### src/design/cameraInit_config.svh
`ifndef CAMERA_INIT_CONFIG_SVH
`define CAMERA_INIT_CONFIG_SVH

// System clocks per quarter of an SCL period
// Four quarters give one bit slot on the bus
`define SCCB_QUARTER_CYCLES 4

// SCCB device address of the OV5640 with the write bit clear
`define SENSOR_WRITE_ADDR 8'h78

// Settle time after the software reset entry
// Short value for simulation, the sensor needs about 5 ms on hardware
`define RESET_DELAY_CYCLES 200

`endif

### src/design/camRegPkg.sv
`default_nettype none

package camRegPkg;

	// Sensor register map types shared by table and sequencer

	typedef logic [15:0] regAddr_t;  // OV5640 register address
	typedef logic [7:0]  regData_t;  // Register value
	typedef logic [9:0]  tableIndex_t;  // Table position, 1024 entries max

	// One table entry, address in the upper 16 bits
	typedef struct packed
	{
		regAddr_t addr;  // Target register
		regData_t data;  // Value to write
	} regEntry_t;

endpackage

`default_nettype wire

### src/design/sccbPkg.sv
`default_nettype none

package sccbPkg;

	import camRegPkg::*;

	// Write request from sequencer to writer
	typedef struct packed
	{
		regEntry_t entry;  // Address and value of one write
	} sccbWrite_t;

	// Frame level states of the writer
	typedef enum logic [1:0]
	{
		writerIdle,  // Bus released
		writerStart,  // Start condition
		writerShift,  // 36 bit slots
		writerStop  // Stop condition
	} writerState_t;

	typedef logic [5:0]  bitCount_t;  // Slot counter 0..35
	typedef logic [1:0]  sclPhase_t;  // Quarter within a slot
	typedef logic [15:0] quarterCount_t;  // Clock divider count
	typedef logic [31:0] frameBits_t;  // Device, addr high, addr low, data

endpackage

`default_nettype wire

### src/design/ov5640RegTable.sv
`timescale 1ns/1ps
`default_nettype none

module ov5640RegTable
	import camRegPkg::*;
(
	input wire tableIndex_t index,
	output regEntry_t entry,
	output tableIndex_t tableSize
);

localparam tableIndex_t EntryCount = 10'd40;  // Entries below

assign tableSize = EntryCount;

// Sensor bring-up order
// Address in bits 23:8 and value in bits 7:0
always_comb
begin
	case (index)
		0:       entry = 24'h310311;  // System clock from pad
		1:       entry = 24'h300882;  // Software reset by bit 7
		2:       entry = 24'h300842;  // Software power down by bit 6
		3:       entry = 24'h310303;  // System clock from PLL
		4:       entry = 24'h3017ff;  // FREX VSYNC HREF PCLK and D[9:6] enable
		5:       entry = 24'h3018ff;  // D[5:0] and GPIO enable
		6:       entry = 24'h30341a;  // 10-bit mode
		7:       entry = 24'h303713;  // PLL root and pre-divider
		8:       entry = 24'h310801;  // PCLK and SCLK root dividers
		9:       entry = 24'h303541;  // PLL system divider
		10:      entry = 24'h303669;  // PLL multiplier
		11:      entry = 24'h300000;  // Enable blocks
		12:      entry = 24'h3004ff;  // Enable clocks
		13:      entry = 24'h300e58;  // MIPI off and DVP on
		14:      entry = 24'h430030;  // YUV422 YUYV output
		15:      entry = 24'h501f00;  // ISP format select
		16:      entry = 24'h380000;  // Window X start high
		17:      entry = 24'h380100;  // Window X start low
		18:      entry = 24'h380200;  // Window Y start high
		19:      entry = 24'h3803fa;  // Window Y start low
		20:      entry = 24'h38040a;  // Window X end high
		21:      entry = 24'h38053f;  // Window X end low
		22:      entry = 24'h380606;  // Window Y end high
		23:      entry = 24'h3807a9;  // Window Y end low
		24:      entry = 24'h380805;  // Output width high for 1280
		25:      entry = 24'h380900;  // Output width low
		26:      entry = 24'h380a02;  // Output height high for 720
		27:      entry = 24'h380bd0;  // Output height low
		28:      entry = 24'h53811e;  // CMX1 for Y
		29:      entry = 24'h53825b;  // CMX2 for Y
		30:      entry = 24'h538308;  // CMX3 for Y
		31:      entry = 24'h53840a;  // CMX4 for U
		32:      entry = 24'h53857e;  // CMX5 for U
		33:      entry = 24'h538688;  // CMX6 for U
		34:      entry = 24'h3a0f30;  // AEC stable range inner high
		35:      entry = 24'h3a1028;  // AEC stable range inner low
		36:      entry = 24'h5180ff;  // AWB B block
		37:      entry = 24'h300802;  // Wake from standby
		38:      entry = 24'h3b0083;  // Strobe request on in LED3 mode
		39:      entry = 24'h3b0000;  // Strobe request off
		default: entry = 24'h000000;  // Past the end
	endcase
end

endmodule

`default_nettype wire

### src/design/sccbWriter.sv
`timescale 1ns/1ps
`default_nettype none

`include "cameraInit_config.svh"

module sccbWriter
	import sccbPkg::*;
(
	input wire logic clk,
	input wire logic reset,
	input wire logic writeStart,
	input wire sccbWrite_t request,
	output logic sioc,
	output logic siodOe,
	input wire logic siodIn,
	output logic busy,
	output logic writeDone,
	output logic ackMissing
);

localparam quarterCount_t QuarterLast = quarterCount_t'(`SCCB_QUARTER_CYCLES - 1);
localparam bitCount_t LastSlot = 6'd35;  // Four bytes of nine slots

writerState_t state;
sclPhase_t phase;  // Quarter within the current slot
quarterCount_t quarterCount;
bitCount_t bitCount;  // Slot in the frame
logic [3:0] slotInByte;  // 8 is the acknowledge slot
frameBits_t frame;  // MSB goes out next
logic siodMeta;
logic siodSync;
logic quarterTick;
logic ackSlot;

assign quarterTick = (quarterCount == QuarterLast);
assign ackSlot = (slotInByte == 4'd8);

// SIOD comes from the pad, two flops before use
always_ff @(posedge clk)
begin
	siodMeta <= siodIn;
	siodSync <= siodMeta;
end

// Frame register loads on start and shifts once per data slot
always_ff @(posedge clk)
begin
	if (state == writerIdle && writeStart)
		frame <= {`SENSOR_WRITE_ADDR, request.entry.addr, request.entry.data};
	else if (state == writerShift && quarterTick && phase == 2'd0 && !ackSlot)
		frame <= frame << 1;
end

always_ff @(posedge clk)
begin
	if (reset)
	begin
		state <= writerIdle;
		phase <= '0;
		quarterCount <= '0;
		bitCount <= '0;
		slotInByte <= '0;
		sioc <= 1'b1;  // Bus idles high
		siodOe <= 1'b0;
		busy <= 1'b0;
		writeDone <= 1'b0;
		ackMissing <= 1'b0;
	end
	else
	begin
		writeDone <= 1'b0;  // Single cycle pulse
		if (state != writerIdle)
		begin
			quarterCount <= quarterTick ? '0 : quarterCount + 1'b1;
			if (quarterTick)
				phase <= phase + 1'b1;  // Wraps to 0 each slot
		end
		case (state)
			writerIdle:
			begin
				if (writeStart)
				begin
					state <= writerStart;
					busy <= 1'b1;
					ackMissing <= 1'b0;  // New frame, fresh result
				end
			end
			writerStart:
			begin
				if (quarterTick)
				begin
					case (phase)
						2'd0: siodOe <= 1'b1;  // SIOD falls with SCL high
						2'd2: sioc <= 1'b0;
						2'd3:
						begin
							state <= writerShift;
							bitCount <= '0;
							slotInByte <= '0;
						end
						default: ;
					endcase
				end
			end
			writerShift:
			begin
				if (quarterTick)
				begin
					case (phase)
						2'd0: siodOe <= ackSlot ? 1'b0 : ~frame[31];  // SCL low here
						2'd1: sioc <= 1'b1;
						2'd2:
						begin
							if (ackSlot && siodSync)
								ackMissing <= 1'b1;  // No pull-down from sensor
						end
						2'd3:
						begin
							sioc <= 1'b0;
							if (bitCount == LastSlot)
								state <= writerStop;
							else
							begin
								bitCount <= bitCount + 1'b1;
								slotInByte <= ackSlot ? 4'd0 : slotInByte + 1'b1;
							end
						end
						default: ;
					endcase
				end
			end
			writerStop:
			begin
				if (quarterTick)
				begin
					case (phase)
						2'd0: siodOe <= 1'b1;  // Pull low before SCL rises
						2'd1: sioc <= 1'b1;
						2'd2: siodOe <= 1'b0;  // SIOD rises with SCL high
						2'd3:
						begin
							state <= writerIdle;
							busy <= 1'b0;
							writeDone <= 1'b1;
						end
						default: ;
					endcase
				end
			end
			default: state <= writerIdle;
		endcase
	end
end

endmodule

`default_nettype wire

### src/design/cameraInitSequencer.sv
`timescale 1ns/1ps
`default_nettype none

`include "cameraInit_config.svh"

module cameraInitSequencer
	import camRegPkg::*;
	import sccbPkg::*;
(
	input wire logic clk,
	input wire logic reset,
	input wire logic configStart,
	input wire regEntry_t entry,
	input wire tableIndex_t tableSize,
	output tableIndex_t index,
	output sccbWrite_t request,
	output logic writeStart,
	input wire logic busy,
	input wire logic writeDone,
	input wire logic ackMissing,
	output logic configDone,
	output logic configError
);

typedef enum logic [2:0]
{
	seqIdle,  // Waiting for first start
	seqIssue,  // Start pulse when writer is free
	seqWaitWrite,  // Frame on the bus
	seqResetDelay,  // Sensor settling after soft reset
	seqDone  // Table finished
} seqState_t;

localparam regAddr_t SysCtrlAddr = 16'h3008;  // System control 00
localparam logic [15:0] DelayLast = 16'(`RESET_DELAY_CYCLES - 1);

seqState_t state;
logic [15:0] delayCount;
logic isSoftReset;
tableIndex_t lastIndex;

// Index only moves after writeDone so the request stays put during a frame
assign request = '{entry: entry};
assign writeStart = (state == seqIssue) && !busy;
assign lastIndex = tableSize - 1'b1;

// Bit 7 of 0x3008 resets the whole sensor
assign isSoftReset = (request.entry.addr == SysCtrlAddr) && request.entry.data[7];

always_ff @(posedge clk)
begin
	if (reset)
	begin
		state <= seqIdle;
		index <= '0;
		delayCount <= '0;
		configDone <= 1'b0;
		configError <= 1'b0;
	end
	else
	begin
		case (state)
			seqIdle, seqDone:
			begin
				if (configStart)
				begin
					state <= seqIssue;
					index <= '0;  // Always from the top
					configDone <= 1'b0;
					configError <= 1'b0;
				end
			end
			seqIssue:
			begin
				if (writeStart)
					state <= seqWaitWrite;
			end
			seqWaitWrite:
			begin
				if (writeDone)
				begin
					if (ackMissing)
						configError <= 1'b1;  // Sticky, sequence goes on
					if (index == lastIndex)
					begin
						state <= seqDone;
						configDone <= 1'b1;
					end
					else
					begin
						index <= index + 1'b1;
						if (isSoftReset)
						begin
							delayCount <= DelayLast;
							state <= seqResetDelay;
						end
						else
							state <= seqIssue;  // Back to back
					end
				end
			end
			seqResetDelay:
			begin
				if (delayCount == '0)
					state <= seqIssue;
				else
					delayCount <= delayCount - 1'b1;
			end
			default: state <= seqIdle;
		endcase
	end
end

endmodule

`default_nettype wire

### src/design/cameraInitTop.sv
`timescale 1ns/1ps
`default_nettype none

module cameraInitTop
	import camRegPkg::*;
	import sccbPkg::*;
(
	input wire logic clk,
	input wire logic reset,
	input wire logic configStart,
	output logic sioc,
	output logic siodOe,
	input wire logic siodIn,
	output logic configDone,
	output logic configError
);

tableIndex_t index;
tableIndex_t tableSize;
regEntry_t entry;
sccbWrite_t request;  // Held by sequencer for the whole frame
logic writeStart;
logic busy;
logic writeDone;
logic ackMissing;  // Valid with writeDone

ov5640RegTable regTable_i
(
	.index(index),
	.entry(entry),
	.tableSize(tableSize)
);

cameraInitSequencer sequencer_i
(
	.clk(clk),
	.reset(reset),
	.configStart(configStart),
	.entry(entry),
	.tableSize(tableSize),
	.index(index),
	.request(request),
	.writeStart(writeStart),
	.busy(busy),
	.writeDone(writeDone),
	.ackMissing(ackMissing),
	.configDone(configDone),
	.configError(configError)
);

sccbWriter writer_i
(
	.clk(clk),
	.reset(reset),
	.writeStart(writeStart),
	.request(request),
	.sioc(sioc),
	.siodOe(siodOe),  // Open drain, high pulls SIOD low
	.siodIn(siodIn),
	.busy(busy),
	.writeDone(writeDone),
	.ackMissing(ackMissing)
);

endmodule

`default_nettype wire

### config.mk
export PLATFORM = sky130hd
export DESIGN_NAME = cameraInitTop
export DESIGN_NICKNAME = d
export VERILOG_FILES = /design/src/design/camRegPkg.sv /design/src/design/sccbPkg.sv /design/src/design/ov5640RegTable.sv /design/src/design/sccbWriter.sv /design/src/design/cameraInitSequencer.sv /design/src/design/cameraInitTop.sv
export VERILOG_INCLUDE_DIRS = /design/src /design/src/design
export SDC_FILE = /design/constraint.sdc
export NUM_CORES = 1
export LEC_CHECK = 0
export ABC_AREA = 1
export BUFFER_PORTS_ARGS = -buffer_cell sky130_fd_sc_hd__buf_2
export CAP_MARGIN = 10
export CORE_MARGIN = 2
export CORE_UTILIZATION = 60
export CTS_CLUSTER_DIAMETER = 150
export DETAILED_ROUTE_END_ITERATION = 8
export PLACE_DENSITY_LB_ADDON = 0.2
export SKIP_CTS_REPAIR_TIMING = 1
export SYNTH_ARGS = -nofsm -noshare
export SYNTH_HDL_FRONTEND = slang
export SYNTH_SLANG_ARGS = --single-unit
### constraint.sdc
create_clock -name clk -period 6.1 [get_ports clk]
set_input_delay 1.22 -clock clk [delete_from_list [all_inputs] [get_ports clk]]
set_output_delay 1.22 -clock clk [all_outputs]
set_load 0.01 [all_outputs]
==> results of run 1 <==
## routing by layer
metal / GRT usage / vias up / share of wire
met5: 0 / - / 0
met4: 0.0913 / 0 / 0.017
met3: 0.0794 / 25 / 0.060
met2: 0.387 / 160 / 0.43
met1: 0.389 / 2699 / 0.50
li1: - / 3050 / -
## power groups by stage
stage          Combinational, mW  Clock (mW)  Sequential, mW
6_report                    1.04       0.910            1.09
5_1_grt                     1.19       0.956            1.10
4_1_cts                     1.03       0.917            1.09
3_5_place_dp                1.02           0            1.10
3_3_place_gp                1.01           0            1.10
2_1_floorplan              0.824           0            1.08
## per-stage QoR
| step | hold slack (ns) | power [mW] | cell area (µm²) | utilization | worst slack (ns) |
|---|---|---|---|---|---|
| finish | 0.325 | 3.04 | 7300 | 0.670 | 2.76 |
| global route | 0.358 | 3.25 | 7300 | 0.670 | 2.49 |
| CTS | 0.325 | 3.03 | 7300 | 0.670 | 2.81 |
| detailed placement | 0.312 | 2.12 | 6770 | 0.622 | 2.25 |
| global placement | 0.311 | 2.11 | 6770 | 0.622 | 2.25 |
| floorplan | 0.310 | 1.90 | 6720 | - | 2.99 |
## placed cells by master (no fill, tap or decap), types with 3 or more instances in the layout
master        n
edfxtp_1     24
nand3_1      99
ha_1         23
inv_2         8
nand2_4       4
nor4_1        7
o31ai_1       8
nor2_1      102
o211ai_1      5
clkbuf_16    16
dfxtp_1      97
buf_2         7
xor2_1       20
buf_4         3
clkinvlp_4    5
a211oi_1      5
nand4_1      17
nand2_1     232
nand2_2      10
nor3_1       18
inv_1        95
o21ai_0      42
nand3_2       3
a21oi_1      48
inv_4         3
xnor2_1       5
clkinv_1      4
o21ai_1       6
clkbuf_1      3
## path summary, 6_finish.rpt
kind,slack (ns),endpoint,depth (start not counted)
worst max register to register,3.12,flop,16
worst min-delay path,0.33,writer_i.siodSync,0
worst min register to register,0.33,writer_i.siodSync,0
worst max-delay path,2.76,flop,12
## logic make-up (layout without fill, tap and decap cells)
kind of cell,after synthesis,count (layout),synth area share
AND/OR/NAND/NOR,504,504,0.335
buffers and inverters,140,150,0.0889
AO/OA/AOI/OAI,122,122,0.105
flip-flops,121,121,0.396
XOR/XNOR,25,25,0.0326
adder cells (fa/ha/maj),23,23,0.0428
## final cells by class
| cell class | instances | area, µm² |
|---|---|---|
| multi-input cells | 674 | 3460 |
| well taps | 140 | 175 |
| flip-flops and latches | 121 | 2660 |
| fillers | 954 | 3590 |
| repair buffers | 10 | 57.6 |
| inverters | 108 | 413 |
| clock inverters | 12 | 103 |
| clock buffers | 20 | 425 |
==> impl_results.md, run 1 <==
* Status: finished, final reports clean
* Setup TNS at 0 ns
* Max-slew violations at 0
* Row count at 38
* Leading post-synthesis cells by cell area: dfxtp_1, nand2_1, edfxtp_1
* Reg power frac at 0.358
* IO Port Bufs at 7
* Clock tree sinks at 121
* Avg WL per Cell at 14.2 µm
* CP delay by family, top: buffers and inverters
* Grt total ovfl at 0
* Synthesis warning total at 0
* Root Driver: clkbuf_8
* Sequential share of the synthesized area at 0.396
* Critical path arrival at 3.81 ns
* CP Launch Type: input pin
* Total Routing Usage GR at 0.271
* Crit Path Category: input pin to flop
* Synth async-reset ratio at 0
* Syn avg cell area at 7.19 µm²
* Synth Flop Type: dfxtp_1
* Crit-path max cell delay at 0.58 ns
* Non-Filler Instances at 1085
* Reg-to-Reg Start: sequencer_i.index[0]
* Antenna violations before repair at 0
* # DRC at 0
* Io pins at 8
* Final wirelength at 15400 µm
* Critical path fanouts, max at 41
* Post-Place Cells at 1053
* Fin. Hold Viols at 0
* Die H at 110 µm
* First-pass GRT wire length at 25200 µm
* Detailed Routing Iterations Pass 1 at 5
* Htree depth at 4
* Cell Area, Synth at 6720 µm²
* Hold Crit Start: writer_i.siodMeta
* FMAX at 300 MHz
* Avg Vias per Cell at 5.47
* Cells after synthesis at 935
* Max Clock Skew at 0.00789 ns
* Global placer's final weighted congestion at 0.978
* Min Clock Period, post-route at 3.34 ns
* Post-synth EDFFs at 24
* Rel. slew slack at 0.336
* Critical path buffers and inverters at 5
* FF+latch count, synth at 121
* Max Root-Sink Buffers at 2
* Core region area at 10900 µm²
* LEAKAGE at 3.25 nW
* Die ar. at 12100 µm²
* Count leader, synth: nand2_1
* Initial Util at 0.618
* Post-DP HPWL at 10500 µm
* DRT iter0 DRCs at 523
* Unrepaired setup endpoints after global routing: no
* Share of cells above drive strength 1 at 0.0836
* # diodes at 0
* Final net count at 959
* Worst Setup SP: reset
* Crit path capture type: flop
* Commonest cells in the netlist: nand2_1, nor2_1, nand3_1, dfxtp_1, inv_1
* Worst hold path class: flop to flop
* Clk slew on worst S/H paths at 0.06 ns
* Setup violations, final at 0
* CTS tree: built
* Post-synth top area share at 0.289
* Post-synthesis cell type count at 43
* Worst Path Required at 6.58 ns
* Vias in the first global route at 5165
* Switching Fraction at 0.380
* Pin count of the biggest net entering global routing at 53
* Clk pwr share at 0.299
* Post-synth top area cell: dfxtp_1
* Pwr dens at 416 nW/µm²
* Worst Tran Pin Value at 0.993 ns
* Peak VDD IR at 0.000295 V
* Final ANT Viol Nets at 0
* Combinational cell fraction of total power at 0.342
* Via count at 5934
* Insertion delay to the later sink of the worst-skew pair at 0.54 ns
* Crit path cell chain: buf_2, inv_1, nand2_1, inv_1, ha_1, inv_1, nand3_1, inv_1, nand2_1, nand3_1, nand2_1, nand2_1
* Syn Nets at 962
* Crit share post-route at 0.547
* Internal at 1.88 mW
* Area Overhead vs Synth at 8.56%
* Total CTS buffers at 17
* Max_cap viols at 0
* Die X at 110 µm
* Switch Pwr at 1.16 mW
* CP max stage cell: buf_2
(Power assumes the default switching activity.)
==> run 2: changes to the inputs <==
clock period = 3.2 ns   (was 6.1 ns; I/O delays follow)
==> impl_results.md, run 2 (synthesis results as in run 1) <==
* Switch Pwr at 2.17 mW
* Internal at 3.93 mW
* Filler cells at 934
* Core region area at 10900 µm²
* # diodes at 0
* Root Driver: clkbuf_8
* Htree depth at 4
* Clk slew on worst S/H paths at 0.06 ns
* Clk pwr share at 0.337
* Min Clock Period, post-route at 2.81 ns
* Post-DP HPWL at 10200 µm
* CP Launch Type: flop
* Die ar. at 12100 µm²
* Via count at 5989
* Pin count of the biggest net entering global routing at 44
* Switching Fraction at 0.355
* Status: finished, final reports clean
* Worst Path Required at 3.61 ns
* Area Overhead vs Synth at 10.9%
* Pwr dens at 817 nW/µm²
* Reg power frac at 0.339
* Clock tree sinks at 121
* Combinational cell fraction of total power at 0.325
* Crit Path Category: flop to flop
* Placed Area at 6820 µm²
* Commonest non-fill, non-tap cell in the layout: nand2_1
* Critical path arrival at 3.22 ns
* Share of cells above drive strength 1 at 0.0936
* Final ANT Viol Nets at 0
* Total Routing Usage GR at 0.264
* Max Root-Sink Buffers at 2
* Final instance area at 7450 µm²
* Post-Place Cells at 1059
* Critical path fanouts, max at 9
* FMAX at 356 MHz
* Detailed Routing Iterations Pass 1 at 5
* Worst Tran Pin Value at 0.506 ns
* Die X at 110 µm
* Cell mode on critical path: nand2_1
* CP max stage cell: dfxtp_1
* Setup TNS at 0 ns
* # DRC at 0
* Final net count at 965
* Worst hold path class: input pin to flop
* LEAKAGE at 3.34 nW
* Rel. slew slack at 0.661
* IO Port Bufs at 7
* Crit share post-route at 0.879
* Crit path cell chain: ha_1, nand2_1, nor2_2, nand3_4, nand2_8, nand2_1, nand2_1, inv_1, nand2_1, inv_1, ha_1, inv_1, nand3_1, nand3_1, nand2_1, nand2_1, nand3_1
* Max_cap viols at 0
* Setup violations, final at 0
* Avg Vias per Cell at 5.49
* First-pass GRT wire length at 25000 µm
* Crit path capture type: flop
* Max Clock Skew at 0.00967 ns
* Io pins at 8
* Commonest non-fill, non-tap cells in the layout: nand2_1, nor2_1, nand3_1
* Insertion delay to the later sink of the worst-skew pair at 0.53 ns
* Antenna violations before repair at 0
* Max-slew violations at 0
* Vias in the first global route at 5493
* Non-Filler Instances at 1091
* Global placer's final weighted congestion at 1.07
* CTS tree: built
* Unrepaired setup endpoints after global routing: no
* Row count at 38
* Die H at 110 µm
* Total CTS buffers at 17
* Crit-path max cell delay at 0.43 ns
* DRT iter0 DRCs at 426
* Peak VDD IR at 0.000539 V
* Avg WL per Cell at 13.6 µm
* Fin. Hold Viols at 0
* Final wirelength at 14800 µm
* Grt total ovfl at 0
* Initial Util at 0.618
## run 2: final timing paths
path	from	endpoint	slack [ns]	cells past startpoint
worst min register to register	writer_i.siodMeta	writer_i.siodSync	0.36	0
worst max register to register	sequencer_i.index[0]	flop	0.39	17
worst min-delay path	siodIn	writer_i.siodMeta	0.22	1
worst max-delay path	sequencer_i.index[0]	flop	0.39	17
## run 2: layout make-up
type / instances / area, µm² / area share
multi-input combinational: 674 / 3460 / 0.465
sequential: 121 / 2660 / 0.357
clock buffer: 17 / 414 / 0.0556
inverter: 108 / 413 / 0.0554
clock inverter: 15 / 224 / 0.0300
tap: 140 / 175 / 0.0235
timing repair buffer: 16 / 103 / 0.0138
## run 2: metrics by stage
step                hold slack (ns)  total power [mW]   util  worst slack (ns)
detailed placement            0.343              4.04  0.626             0.450
global placement              0.310              4.02  0.626             0.509
global route                  0.195              6.51  0.685            0.0777
finish                        0.217              6.09  0.685             0.388
floorplan                     0.310              3.62      -             0.672
CTS                           0.199              6.11  0.685             0.433
## run 2: worst max-delay path, delay by kind of cell, from the launching register on
| family | cells | cell delay (ns) |
|---|---|---|
| adder cells (fa/ha/maj) | 2 | 0.48 |
| buffers and inverters | 3 | 0.33 |
| AND/OR/NAND/NOR | 12 | 1.46 |
| flip-flops | 1 | 0.43 |
## run 2: power by group through the flow
stage / clock [mW] / combinational (mW) / sequential (mW)
final: 2.05 / 1.98 / 2.06
after global routing: 2.15 / 2.27 / 2.09
after CTS: 2.07 / 1.97 / 2.06
after detailed placement: 0 / 1.95 / 2.09
after global placement: 0 / 1.94 / 2.08
after floorplan: 0 / 1.57 / 2.05
## run 2: per-layer routing
layer,wire length [µm],global-route usage
met5,0,0
met4,361,0.114
met3,928,0.0717
met2,6750,0.409
met1,6810,0.345
==> run 3: changes to the inputs <==
SYNTH_HIERARCHICAL = 1   (was unset)
==> impl_results.md, run 3 <==
* Status: finished, final reports clean
* Die X at 115 µm
* Max Clock Skew at 0.0118 ns
* Vias in the first global route at 5903
* Via count at 6601
* Total CTS buffers at 9
* Initial Util at 0.617
* Htree depth at 3
* IO Port Bufs at 7
* LEAKAGE at 3.35 nW
* Clk slew on worst S/H paths at 0.08 ns
* Post-synth top area share at 0.205
* Commonest cells in the netlist: nand2_1, nor2_1, nand3_1, inv_1, dfxtp_1
* Commonest non-fill, non-tap cells in the layout: nand2_1, nor2_1, nand3_1
* First-pass GRT wire length at 27200 µm
* CTS tree: built
* Max_cap viols at 0
* Final net count at 1087
* Row count at 40
* Crit path capture type: flop
* Unrepaired setup endpoints after global routing: no
* Synth async-reset ratio at 0
* Critical path fanouts, max at 17
* Pwr dens at 491 nW/µm²
* Detailed Routing Iterations Pass 1 at 5
* # diodes at 0
* CP max stage cell: dfxtp_1
* Crit Path Category: flop to flop
* Global placer's final weighted congestion at 1.02
* Worst Path Required at 3.48 ns
* Setup TNS at 0 ns
* Final wirelength at 16100 µm
* Io pins at 8
* Filler cells at 1109
* Clock tree sinks at 100
* Area Overhead vs Synth at 3.06%
* Max-slew violations at 0
* Leading post-synthesis cells by cell area: dfxtp_1, nand2_1, edfxtp_1
* Cells after synthesis at 1085
* Max Root-Sink Buffers at 2
* Post-synthesis cell type count at 46
* Peak VDD IR at 0.000379 V
* Most flops, register: writer_i/frame
* Grt total ovfl at 0
* Footprint of the multi-input gates at 4350 µm²
* Pin count of the biggest net entering global routing at 26
* FMAX at 344 MHz
* Crit path cell chain: inv_1, ha_1, nor2_1, nand2_1, nand4_1, a21oi_1, nor2_1, nand4_1, nor3_2, nand3_4, nand2_4, nand2_1, a21oi_1
* Post-synth top area cell: dfxtp_1
* Layout Utilization at 0.636
* Final instance area at 7670 µm²
* Worst hold slack at 0.351 ns
* Sequential share of the synthesized area at 0.301
* CP Launch Type: flop
* Setup violations, final at 0
* Die H at 115 µm
* Commonest non-fill, non-tap cell in the layout: nand2_1
* Worst hold path class: flop to flop
* Crit-path max cell delay at 0.43 ns
* # DRC at 0
* Avg WL per Cell at 13.1 µm
* Crit share post-route at 0.909
* Worst Tran Pin Value at 0.582 ns
* Register Area at 2240 µm²
* Rel. slew slack at 0.612
* Count leader, synth: nand2_1
* Total Routing Usage GR at 0.249
* Critical path arrival at 3.19 ns
* Pwr Total at 3.76 mW
* Syn avg cell area at 6.86 µm²
* Insertion delay to the later sink of the worst-skew pair at 0.35 ns
* Post-DP HPWL at 11600 µm
* Synthesis warning total at 6
* Fin. Hold Viols at 0
* Core region area at 12100 µm²
* Avg Vias per Cell at 5.35
* Biggest regs: writer_i/frame x32, sequencer_i/delayCount x16, writer_i/quarterCount x16
* Placed Area at 7340 µm²
* Min Clock Period, post-route at 2.91 ns
* Post-synth EDFFs at 24
* Die ar. at 13300 µm²
* Reg2reg setup slack at 0.29 ns
* FF+latch count, synth at 100
* Synth Flop Type: dfxtp_1
* Final ANT Viol Nets at 0
* Max reg flops at 32
* DRT iter0 DRCs at 530
* Cell Area, Synth at 7440 µm²
* Antenna violations before repair at 0
* Share of cells above drive strength 1 at 0.135
* Root Driver: clkbuf_16
[run 3: cell types whose count changed in the layout (fill, tap and decap cells not counted), moves of 8 or more]
cell	before	now
a21oi_1	48	63
nor2_1	102	170
xnor2_1	5	14
o21ai_0	42	28
mux2_2	0	23
a21oi_2	0	12
conb_1	0	13
nor2_2	1	16
nand2_1	232	248
o31ai_1	8	0
dfxtp_1	97	76
[run 3: cells by family (layout without fill, tap and decap cells)]
family                     count (synthesis)  count (layout)  synth area share
muxes                                     23              23            0.0348
other                                      2              13           0.00101
xor gates and xnor gates                  30              30            0.0353
buffers and inverters                    173             142             0.121
DFF                                      100             100             0.301
adders and majority gates                 23              23            0.0387
and+or+nand+nor                          613             613             0.375
AOI/OAI and AO/OA                        121             121            0.0929
[run 3: report_power, final]
group / total, mW / internal (mW) / switching (mW)
Sequential: 1.59 / 1.51 / 0.0758
Clock: 1.16 / 0.630 / 0.527
Combinational: 1.02 / 0.355 / 0.663
Total: 3.76 / 2.50 / 1.27
[run 3: layout make-up]
type / instances / share of cell area
Clock buffer: 9 / 0.0294
Inverter: 105 / 0.0516
Clock inverter: 7 / 0.0124
Tap cell: 168 / 0.0274
Sequential cell: 100 / 0.292
Timing Repair Buffer: 21 / 0.0199
Multi-Input combinational cell: 823 / 0.567
[run 3: per-stage QoR]
stage / worst slack [ns] / instances
global placement: 0.303 / 1217
floorplan: 0.542 / 1096
global route: 0.0785 / 1233
CTS: 0.194 / 1233
finish: 0.292 / 1233
detailed placement: 0.206 / 1217
[run 3: layer usage]
layer,part of all wire,vias up,track usage
met5,0,-,0
met4,0.016,0,0.0691
met3,0.058,28,0.0411
met2,0.45,196,0.391
met1,0.48,2973,0.356
li1,-,3404,-
[run 3: final timing paths]
kind,from,endpoint,cells past startpoint
worst max-delay path,sequencer_i/index[1],sequencer_i/delayCount[15],13
worst min-delay path,writer_i/siodMeta,writer_i/siodSync,0
worst max register to register,sequencer_i/index[1],sequencer_i/delayCount[15],13
worst min register to register,writer_i/siodMeta,writer_i/siodSync,0
[run 3: worst max-delay path, delay by kind of cell (launching register included)]
family	cells	cell delay [ns]
AOI/OAI and AO/OA	2	0.24
adders and majority gates	1	0.27
buffers and inverters	1	0.17
DFF	1	0.43
and+or+nand+nor	9	1.74
